==> src/hw/picc_rx_pkg.sv <==
// picc_rx shared definitions: Modified Miller sequence type, interval windows and the bit link
package picc_rx_pkg;

    // ----------------------------------------
    // sequence type
    // ----------------------------------------

    // X has its pause half way through the bit, Z at the start of the bit and Y has none
    typedef enum logic [1:0] {
        seq_x    = 2'd0,
        seq_y    = 2'd1,
        seq_z    = 2'd2,
        seq_none = 2'd3
    } seq_t;

    // ----------------------------------------
    // timing
    // ----------------------------------------

    // carrier cycles in half a bit period (fc / 64 per half bit at 106 kbit/s)
    localparam int HALF_BIT_TICKS = 64;

    // ticks lost per pause while the recovered clock is halted
    // a negative figure allows for a clock that never stops plus some edge jitter
    localparam int DROP_MIN = -3;
    localparam int DROP_MAX = 58;

    // width of the tick counter between pause ends
    localparam int CNT_W = 9;

    // an interval of n half bits is accepted between n*64 - DROP_MAX and n*64 - DROP_MIN
    localparam logic [CNT_W-1:0] WIN2_LO = CNT_W'(2 * HALF_BIT_TICKS - DROP_MAX);
    localparam logic [CNT_W-1:0] WIN2_HI = CNT_W'(2 * HALF_BIT_TICKS - DROP_MIN);
    localparam logic [CNT_W-1:0] WIN3_LO = CNT_W'(3 * HALF_BIT_TICKS - DROP_MAX);
    localparam logic [CNT_W-1:0] WIN3_HI = CNT_W'(3 * HALF_BIT_TICKS - DROP_MIN);
    localparam logic [CNT_W-1:0] WIN4_LO = CNT_W'(4 * HALF_BIT_TICKS - DROP_MAX);
    localparam logic [CNT_W-1:0] WIN4_HI = CNT_W'(4 * HALF_BIT_TICKS - DROP_MIN);

    // once the count goes past the widest window the frame is over
    localparam logic [CNT_W-1:0] EOC_TICKS = WIN4_HI;

    // a pause ending within five half bits of the previous one is still part of that frame,
    // so it cannot open a new one
    localparam logic [CNT_W-1:0] GUARD_TICKS = CNT_W'(5 * HALF_BIT_TICKS - DROP_MIN);

endpackage

// decoded bit stream from the sequence decoder to the frame assembler
interface bit_if;

    // one-cycle strobe, bit_value is only meaningful alongside it
    logic bit_valid;
    logic bit_value;

    // start and end of communication, one cycle each
    logic soc;
    logic eoc;

    // interval outside every window, the frame is abandoned
    logic seq_err;

    modport dec (output bit_valid, bit_value, soc, eoc, seq_err);
    modport asm (input bit_valid, bit_value, soc, eoc, seq_err);

endinterface

==> src/hw/clk_recovery.sv <==
// clk_recovery: synchronizes the reader pause and derives the card tick enable that halts during pauses
module clk_recovery #(
    parameter int STOP_AFTER_TICKS  = 4,
    parameter int START_AFTER_TICKS = 10
) (
    input  logic pcd_clk,
    input  logic pcd_rst_n,
    input  logic pcd_pause_n,
    output logic picc_tick,
    output logic pause_end
);

    // the down counters reach 1 one cycle before the tick has to change
    localparam int STOP_LOAD  = (STOP_AFTER_TICKS > 1) ? STOP_AFTER_TICKS - 1 : 0;
    localparam int START_LOAD = (START_AFTER_TICKS > 1) ? START_AFTER_TICKS - 1 : 0;
    localparam int DLY_MAX    = (STOP_LOAD > START_LOAD) ? STOP_LOAD : START_LOAD;
    localparam int DLY_W      = (DLY_MAX < 1) ? 1 : $clog2(DLY_MAX + 1);

    logic             sync1_q;
    logic             sync2_q;
    logic             prev_q;
    logic             pause_fall;
    logic             pause_rise;
    logic [DLY_W-1:0] stop_cnt_q;
    logic [DLY_W-1:0] start_cnt_q;
    logic             tick_en_q;

    // ----------------------------------------
    // pause synchronizer and edge detect
    // ----------------------------------------

    // pause_n is idle high, so the flops come out of reset high and no edge is seen
    always_ff @(posedge pcd_clk or negedge pcd_rst_n) begin
        if (!pcd_rst_n) begin
            sync1_q <= 1'b1;
            sync2_q <= 1'b1;
            prev_q  <= 1'b1;
        end else begin
            sync1_q <= pcd_pause_n;
            sync2_q <= sync1_q;
            prev_q  <= sync2_q;
        end
    end

    assign pause_fall = prev_q & ~sync2_q;
    assign pause_rise = ~prev_q & sync2_q;

    // ----------------------------------------
    // tick enable
    // ----------------------------------------

    // the analogue front end loses the carrier shortly after the pause starts
    // and regains it some time after the pause ends, modelled here as two delays
    // a stop delay of 0 gives a card clock that never halts
    always_ff @(posedge pcd_clk or negedge pcd_rst_n) begin
        if (!pcd_rst_n) begin
            stop_cnt_q  <= '0;
            start_cnt_q <= '0;
            tick_en_q   <= 1'b1;
        end else if (pause_fall) begin
            stop_cnt_q  <= DLY_W'(STOP_LOAD);
            start_cnt_q <= '0;
            if (STOP_AFTER_TICKS == 1) begin
                tick_en_q <= 1'b0;
            end
        end else if (pause_rise) begin
            // a pause shorter than the stop delay never halts the clock at all
            stop_cnt_q  <= '0;
            start_cnt_q <= DLY_W'(START_LOAD);
            // with a start delay of 0 or 1 the clock is back on the next cycle
            if (START_AFTER_TICKS <= 1) begin
                tick_en_q <= 1'b1;
            end
        end else begin
            if (stop_cnt_q == DLY_W'(1)) begin
                tick_en_q <= 1'b0;
            end
            if (start_cnt_q == DLY_W'(1)) begin
                tick_en_q <= 1'b1;
            end
            if (stop_cnt_q != '0) begin
                stop_cnt_q <= stop_cnt_q - 1'b1;
            end
            if (start_cnt_q != '0) begin
                start_cnt_q <= start_cnt_q - 1'b1;
            end
        end
    end

    assign picc_tick = tick_en_q;

    // the decoder measures from one pause end to the next
    assign pause_end = pause_rise;

endmodule

==> src/hw/frame_assembler.sv <==
// frame_assembler: packs decoded bits into bytes with odd parity and reports the end of each frame
module frame_assembler (
    input  logic       pcd_clk,
    input  logic       pcd_rst_n,
    bit_if.asm         bits,
    output logic [7:0] rx_byte,
    output logic       rx_byte_valid,
    output logic       rx_parity_err,
    output logic       rx_frame_end,
    output logic [3:0] rx_last_bits,
    output logic       rx_seq_err
);

    // position 8 is the parity bit that closes a byte
    logic [3:0] bit_pos_q;
    logic [7:0] shift_q;
    logic       par_q;
    logic [7:0] rx_byte_q;
    logic       rx_byte_valid_q;
    logic       rx_parity_err_q;
    logic       rx_frame_end_q;
    logic [3:0] rx_last_bits_q;
    logic       rx_seq_err_q;

    // ----------------------------------------
    // byte shifter
    // ----------------------------------------

    // data arrives least significant first, so each bit enters at the top and moves down
    always_ff @(posedge pcd_clk) begin
        if (bits.bit_valid && bit_pos_q != 4'd8) begin
            shift_q <= {bits.bit_value, shift_q[7:1]};
        end
    end

    // ----------------------------------------
    // position, parity and strobes
    // ----------------------------------------

    always_ff @(posedge pcd_clk or negedge pcd_rst_n) begin
        if (!pcd_rst_n) begin
            bit_pos_q       <= '0;
            par_q           <= 1'b0;
            rx_byte_valid_q <= 1'b0;
            rx_parity_err_q <= 1'b0;
            rx_frame_end_q  <= 1'b0;
            rx_last_bits_q  <= '0;
            rx_seq_err_q    <= 1'b0;
        end else begin
            rx_byte_valid_q <= 1'b0;
            rx_parity_err_q <= 1'b0;
            rx_frame_end_q  <= 1'b0;
            rx_seq_err_q    <= bits.seq_err;

            if (bits.soc || bits.seq_err) begin
                // a new frame or an abandoned one both start counting again
                bit_pos_q <= '0;
                par_q     <= 1'b0;
            end else if (bits.eoc) begin
                // a short frame leaves its bit count behind, a whole byte leaves 0
                rx_frame_end_q <= 1'b1;
                rx_last_bits_q <= bit_pos_q;
                bit_pos_q      <= '0;
                par_q          <= 1'b0;
            end else if (bits.bit_valid) begin
                if (bit_pos_q == 4'd8) begin
                    // odd parity means data and parity together hold an odd number of ones
                    rx_byte_valid_q <= 1'b1;
                    rx_parity_err_q <= ~(par_q ^ bits.bit_value);
                    bit_pos_q       <= '0;
                    par_q           <= 1'b0;
                end else begin
                    bit_pos_q <= bit_pos_q + 1'b1;
                    par_q     <= par_q ^ bits.bit_value;
                end
            end
        end
    end

    // the byte register follows either a completed byte or the partial one at frame end
    always_ff @(posedge pcd_clk) begin
        if (bits.eoc && !bits.soc && !bits.seq_err) begin
            // fewer than 8 bits sit at the top of the shifter, move them down to bit 0
            rx_byte_q <= shift_q >> (4'd8 - bit_pos_q);
        end else if (bits.bit_valid && bit_pos_q == 4'd8 && !bits.soc && !bits.seq_err) begin
            rx_byte_q <= shift_q;
        end
    end

    assign rx_byte       = rx_byte_q;
    assign rx_byte_valid = rx_byte_valid_q;
    assign rx_parity_err = rx_parity_err_q;
    assign rx_frame_end  = rx_frame_end_q;
    assign rx_last_bits  = rx_last_bits_q;
    assign rx_seq_err    = rx_seq_err_q;

endmodule

==> src/hw/picc_rx.sv <==
// picc_rx: ISO/IEC 14443A card receive front end from reader pause to bytes
module picc_rx #(
    parameter int STOP_AFTER_TICKS  = 4,
    parameter int START_AFTER_TICKS = 10
) (
    input  logic       pcd_clk,
    input  logic       pcd_rst_n,
    input  logic       pcd_pause_n,
    output logic [7:0] rx_byte,
    output logic       rx_byte_valid,
    output logic       rx_parity_err,
    output logic       rx_frame_end,
    output logic [3:0] rx_last_bits,
    output logic       rx_seq_err
);

    logic picc_tick;
    logic pause_end;

    // decoded bits between the sequence decoder and the assembler
    bit_if bit_link ();

    // card clock recovery, the tick enable stands in for the halting card clock
    clk_recovery #(
        .STOP_AFTER_TICKS  (STOP_AFTER_TICKS),
        .START_AFTER_TICKS (START_AFTER_TICKS)
    ) clk_recovery0 (
        .pcd_clk     (pcd_clk),
        .pcd_rst_n   (pcd_rst_n),
        .pcd_pause_n (pcd_pause_n),
        .picc_tick   (picc_tick),
        .pause_end   (pause_end)
    );

    sequence_decode sequence_decode0 (
        .pcd_clk   (pcd_clk),
        .pcd_rst_n (pcd_rst_n),
        .picc_tick (picc_tick),
        .pause_end (pause_end),
        .bits      (bit_link.dec)
    );

    frame_assembler frame_assembler0 (
        .pcd_clk       (pcd_clk),
        .pcd_rst_n     (pcd_rst_n),
        .bits          (bit_link.asm),
        .rx_byte       (rx_byte),
        .rx_byte_valid (rx_byte_valid),
        .rx_parity_err (rx_parity_err),
        .rx_frame_end  (rx_frame_end),
        .rx_last_bits  (rx_last_bits),
        .rx_seq_err    (rx_seq_err)
    );

endmodule

==> src/hw/sequence_decode.sv <==
// sequence_decode: classifies pause-to-pause intervals into Modified Miller sequences and bits
module sequence_decode (
    input  logic   pcd_clk,
    input  logic   pcd_rst_n,
    input  logic   picc_tick,
    input  logic   pause_end,
    bit_if.dec     bits
);

    import picc_rx_pkg::*;

    // the state records which sequence carried the last pause
    typedef enum logic [1:0] {
        ST_IDLE,
        ST_AFTER_Z,
        ST_AFTER_X
    } state_t;

    state_t           state_q;
    logic [CNT_W-1:0] cnt_q;
    logic [2:0]       half_bits;
    seq_t             seq_first;
    seq_t             seq_last;
    logic             timeout;
    logic             held_q;
    logic             held_val_q;
    logic             pend_q;
    logic             pend_val_q;
    logic             eoc_pend_q;
    logic             bit_valid_q;
    logic             bit_value_q;
    logic             soc_q;
    logic             eoc_q;
    logic             seq_err_q;

    // X carries a 1, Y and Z both carry a 0
    function automatic logic seq_bit(seq_t s);
        return s == seq_x;
    endfunction

    // ----------------------------------------
    // interval classification
    // ----------------------------------------

    // 0 means the count fits none of the windows
    always_comb begin
        half_bits = 3'd0;
        if (cnt_q >= WIN2_LO && cnt_q <= WIN2_HI) begin
            half_bits = 3'd2;
        end else if (cnt_q >= WIN3_LO && cnt_q <= WIN3_HI) begin
            half_bits = 3'd3;
        end else if (cnt_q >= WIN4_LO && cnt_q <= WIN4_HI) begin
            half_bits = 3'd4;
        end
    end

    // a Y never has a pause of its own, so it only shows up as the first of two sequences
    // Z then Y cannot happen inside a frame since a 0 after a 0 is always sent as Z
    always_comb begin
        seq_first = seq_none;
        seq_last  = seq_none;
        case (state_q)
            ST_AFTER_Z: begin
                if (half_bits == 3'd2) begin
                    seq_last = seq_z;
                end else if (half_bits == 3'd3) begin
                    seq_last = seq_x;
                end
            end
            ST_AFTER_X: begin
                if (half_bits == 3'd2) begin
                    seq_last = seq_x;
                end else if (half_bits == 3'd3) begin
                    seq_first = seq_y;
                    seq_last  = seq_z;
                end else if (half_bits == 3'd4) begin
                    seq_first = seq_y;
                    seq_last  = seq_x;
                end
            end
            default: begin
            end
        endcase
    end

    // the count passes the widest window with no pause, so the frame has ended in a Y
    assign timeout = picc_tick && (cnt_q == EOC_TICKS) && (state_q != ST_IDLE);

    // ----------------------------------------
    // decoder
    // ----------------------------------------

    always_ff @(posedge pcd_clk or negedge pcd_rst_n) begin
        if (!pcd_rst_n) begin
            state_q     <= ST_IDLE;
            // start saturated so the very first pause is taken as a start of frame
            cnt_q       <= '1;
            held_q      <= 1'b0;
            pend_q      <= 1'b0;
            eoc_pend_q  <= 1'b0;
            bit_valid_q <= 1'b0;
            soc_q       <= 1'b0;
            eoc_q       <= 1'b0;
            seq_err_q   <= 1'b0;
        end else begin
            bit_valid_q <= 1'b0;
            soc_q       <= 1'b0;
            seq_err_q   <= 1'b0;
            pend_q      <= 1'b0;
            eoc_pend_q  <= 1'b0;
            // eoc always trails the released bit by one cycle
            eoc_q       <= eoc_pend_q;

            // ticks since the last pause end, held at full scale while idle
            if (pause_end) begin
                cnt_q <= '0;
            end else if (picc_tick && cnt_q != '1) begin
                cnt_q <= cnt_q + 1'b1;
            end

            // second bit of a two-sequence interval
            if (pend_q) begin
                bit_valid_q <= 1'b1;
                bit_value_q <= pend_val_q;
            end

            if (pause_end) begin
                if (state_q == ST_IDLE) begin
                    // the first pause of a frame is the start of communication Z
                    if (cnt_q > GUARD_TICKS) begin
                        soc_q   <= 1'b1;
                        state_q <= ST_AFTER_Z;
                    end else begin
                        seq_err_q <= 1'b1;
                    end
                    held_q <= 1'b0;
                end else if (seq_last == seq_none) begin
                    seq_err_q <= 1'b1;
                    state_q   <= ST_IDLE;
                    held_q    <= 1'b0;
                end else begin
                    // the bit held from the last interval goes out first
                    if (held_q) begin
                        bit_valid_q <= 1'b1;
                        bit_value_q <= held_val_q;
                        if (seq_first != seq_none) begin
                            pend_q     <= 1'b1;
                            pend_val_q <= seq_bit(seq_first);
                        end
                    end else if (seq_first != seq_none) begin
                        bit_valid_q <= 1'b1;
                        bit_value_q <= seq_bit(seq_first);
                    end
                    // the newest bit waits, it may turn out to be the end of communication 0
                    held_q     <= 1'b1;
                    held_val_q <= seq_bit(seq_last);
                    state_q    <= (seq_last == seq_x) ? ST_AFTER_X : ST_AFTER_Z;
                end
            end else if (timeout) begin
                // after X the frame ended 1, Y and the held 1 is real data
                // after Z the held 0 was the end of communication marker itself
                if (state_q == ST_AFTER_X && held_q) begin
                    bit_valid_q <= 1'b1;
                    bit_value_q <= held_val_q;
                end
                eoc_pend_q <= 1'b1;
                held_q     <= 1'b0;
                state_q    <= ST_IDLE;
            end
        end
    end

    assign bits.bit_valid = bit_valid_q;
    assign bits.bit_value = bit_value_q;
    assign bits.soc       = soc_q;
    assign bits.eoc       = eoc_q;
    assign bits.seq_err   = seq_err_q;

endmodule

==> config.mk <==
export PLATFORM = sky130hd
export DESIGN_NAME = picc_rx
export DESIGN_NICKNAME = d
export VERILOG_FILES = /design/src/hw/picc_rx_pkg.sv /design/src/hw/clk_recovery.sv /design/src/hw/frame_assembler.sv /design/src/hw/picc_rx.sv /design/src/hw/sequence_decode.sv
export SDC_FILE = /design/constraint.sdc
export NUM_CORES = 1
export LEC_CHECK = 0
export BUFFER_PORTS_ARGS = -buffer_cell sky130_fd_sc_hd__buf_2
export CAP_MARGIN = 20
export CORE_AREA = 2 2 108 110
export CTS_BUF_LIST = sky130_fd_sc_hd__clkbuf_4
export CTS_CLUSTER_SIZE = 14
export DETAILED_ROUTE_END_ITERATION = 10
export DIE_AREA = 0 0 110 112
export PLACE_DENSITY = 0.43
export SYNTH_ARGS = -nofsm -noshare
export SYNTH_HDL_FRONTEND = slang
export SYNTH_SLANG_ARGS = --single-unit
==> constraint.sdc <==
create_clock -name pcd_clk -period 3.3 [get_ports pcd_clk]
set_input_delay 0.33 -clock pcd_clk [delete_from_list [all_inputs] [get_ports pcd_clk]]
set_output_delay 0.33 -clock pcd_clk [all_outputs]
set_load 0.005 [all_outputs]
==> flow_metrics.py <==
metrics = {
    "outcome": {
        "status": "completed",
    },
    "clocking": {
        "cts_resized": 0,
        "cts_sinks": 61,
        "clockBufferDepth": 2,
        "post_cts_buffers": 0,
        "cts_tree": "yes",
        "clock_latency_ns": 0.42,
        "clk_pin_slew_worst_paths_ns": 0.12,
        "cts_max_level": 3,
        "holdBufCountCts": 2,
        "clock-root-buffer": "clkbuf_4",
        "cts-buffers-inserted": 9,
    },
    "sta": {
        "rsz0062_at_grt": "false",
        "min_period_ns": 2.89,
        "relSlewSlack_pct": 53.7,
        "slew_viol_final": 0,
        "setup-violations-final": 0,
        "worst_pin_slew_ns": 0.694,
        "period_share_pct": 87.4,
        "final_hold_viol_count": 0,
        "max_freq_mhz": 347,
        "setup-tns-final_ns": 0,
        "clock_skew_ns": 0.0208,
    },
    "setup_path": {
        "end_kind": "flop",
        "crit_chain": "ha_1, nand3b_1, and3_1, a22o_1, o31ai_1, ha_1, nand4bb_1, o211ai_1, nor4b_1, o21ai_0",
        "critPathTopFamily": "compound AO/OA/AOI/OAI gates",
        "setup.worst_path.start_class": "flop",
        "crit_top_cell": "ha_1",
        "worstReg2RegStart": "sequence_decode0.cnt_q[1]",
        "worstSetupPathType": "flop to flop",
        "reg2reg_slack_ns": 0.41,
        "crit_slowest_cell": "dfstp_2",
        "cpPeakStageDelay_ns": 0.42,
        "r2r_cells": 10,
        "arrival_ns": 3.06,
        "critPathRequiredTime_ns": 3.47,
        "critPathMaxFanout": 7,
        "critPathBufInv": 0,
        "r2r_end": "sequence_decode0.bits.bit_value",
    },
    "synthesis": {
        "synth_top_family_by_area": "simple AND/OR/NAND/NOR gates",
        "ys_ff_latch": 61,
        "synth-main-ff-cell": "dfrtp_1",
        "synth_nets": 331,
        "synth_warnings": 0,
        "synth_edf_count": 18,
        "async_flop_share_pct": 70.5,
        "synth_compound_area_share_pct": 13.9,
        "synth-adder-area-share_pct": 6.86,
        "yosysTopAreaCellShare_pct": 22.9,
        "synth_top_area_cell": "dfrtp_1",
        "syn_inst": 310,
        "synthSimpleGateAreaFrac_pct": 18.0,
        "muxShareOfSynthArea_pct": 4.95,
        "yosys-top-cells-count": "30 x dfrtp_1, 29 x nand2_1, 20 x inv_1, 20 x nor2_1",
        "synth_cell_types": 58,
        "syn_area_um2": 3280,
        "synth_most_common_cell": "dfrtp_1",
        "synth.top_cells.by_area": "dfrtp_1 23%, edfxtp_1 16%, dfstp_2 10%",
        "synth_area_per_cell_um2": 10.6,
        "ys_seq_area_share_pct": 49.7,
        "synth-xor-area-share_pct": 2.40,
    },
    "routing": {
        "routedWlPerCell_um": 14.3,
        "drtPass1Iterations": 4,
        "drtIter0Drc": 110,
        "drc": 0,
        "postRouteAntennaNets": 0,
        "routed_wl_mm": 6.86,
        "vias": 2386,
        "via_per_inst": 4.97,
    },
    "final_layout": {
        "num_antenna_cells": 0,
        "fillers": 1121,
        "layout.nets": 353,
        "layout-area-overhead-vs-synth_pct": 11.2,
        "drive_gt1_share_pct": 18.7,
    },
    "placement": {
        "dp_hpwl_mm": 4.86,
        "routabilityCongestion": 0.828,
        "port_buffers": 18,
    },
    "die": {
        "dieWidth_um": 110,
        "die-area_um2": 12300,
        "rows": 39,
        "dieHeight_um": 112,
        "pin_count": 19,
        "core_um2": 11200,
        "start_util_pct": 29.4,
    },
    "run": {
        "maxCapViolCount": 0,
    },
    "pwr": {
        "leakage_nw": 1.58,
        "power.density_nw_per_um2": 490,
        "total_power_mw": 1.79,
        "ir_worst_vdd_uv": 329,
    },
    "worst_hold_path": {
        "hp-class": "input port to async pin",
    },
    "global_routing": {
        "grt_max_degree": 33,
        "antenna_found_initial": 0,
        "track_usage_pct": 12.2,
        "gr-total-overflow": 0,
        "grt_pass1_vias": 2359,
        "grt_pass1_wl_mm": 11.4,
    },
}
[sequential cells by signal, summed over array words and instances, names as in the netlist, 2 cells and up]
name                           count
clk_recovery0.start_cnt_q          4
sequence_decode0.state_q           2
frame_assembler0.rx_byte           8
frame_assembler0.shift_q           8
clk_recovery0.stop_cnt_q           4
sequence_decode0.cnt_q             9
frame_assembler0.rx_last_bits      4
frame_assembler0.bit_pos_q         4
[cell families (layout without fill, tap and decap cells)]
kind of cell	after synthesis	count (layout)
and+or+nand+nor	111	111
AOI/OAI and AO/OA	66	66
DFF	61	61
buffers and inverters	33	60
adders and majority gates	18	18
muxes	12	12
xor gates and xnor gates	9	9
[how the worst max path moves through the flow]
stage	start	to	slack, ns	cells after the start
global route	sequence_decode0.cnt_q[1]	sequence_decode0.bits.bit_value	0.07	10
global placement	sequence_decode0.cnt_q[0]	sequence_decode0.bits.bit_value	0.55	10
detailed placement	sequence_decode0.cnt_q[1]	sequence_decode0.bits.bit_value	0.46	10
floorplan	sequence_decode0.cnt_q[4]	sequence_decode0.bits.bit_value	0.71	10
finish	sequence_decode0.cnt_q[1]	sequence_decode0.bits.bit_value	0.41	10
CTS	sequence_decode0.cnt_q[1]	sequence_decode0.bits.bit_value	0.43	10
[cells in the final DEF, fill, tap and decap left out, drive strengths merged, types with 4 or more instances in the layout]
cell	n
nand4	6
nor3	10
o21ai	12
or3	4
dfstp	13
inv	20
buf	22
mux2i	5
dfrtp	30
ha	18
clkinv	4
nand3	6
nand2b	4
nor3b	5
clkbuf	11
mux2	4
nor2b	4
a21oi	14
and3	8
xnor2	6
nand2	29
a21o	5
and2	4
o31ai	6
edfxtp	18
nor2	20
[per-layer routing]
| metal | wire (um) | global-route usage [%] | vias to the layer above |
|---|---|---|---|
| li1 | - | - | 1172 |
| met1 | 3010 | 13.9 | 1157 |
| met2 | 3480 | 20.2 | 47 |
| met5 | 0 | 0 | - |
| met3 | 253 | 4.92 | 10 |
| met4 | 116 | 4.73 | 0 |
[final cells by class]
type | instances | area, um2 | share of cell area (%)
inverter | 20 | 75.1 | 2.06
timing repair buffer | 24 | 140 | 3.84
multi-input combinational | 216 | 1510 | 41.5
tap | 143 | 179 | 4.90
sequential | 61 | 1630 | 44.7
clock inverter | 5 | 27.5 | 0.754
clock buffer | 11 | 82.6 | 2.26
[report_power, final]
part | switching, mW | internal [mW]
Sequential | 0.0866 | 0.872
Combinational | 0.209 | 0.169
Clock | 0.285 | 0.167
Total | 0.581 | 1.21
[through the flow]
step	util [%]	cells	instance area (um2)	setup WS, ns	hold slack, ns
2_1_floorplan	-	310	3280	0.708	0.0344
3_3_place_gp	31.5	462	3520	0.550	0.251
3_5_place_dp	31.5	462	3520	0.459	0.259
4_1_cts	32.7	480	3650	0.435	0.296
5_1_grt	32.7	480	3650	0.0716	0.308
6_report	32.7	480	3650	0.415	0.321
(Power assumes the default switching activity.)
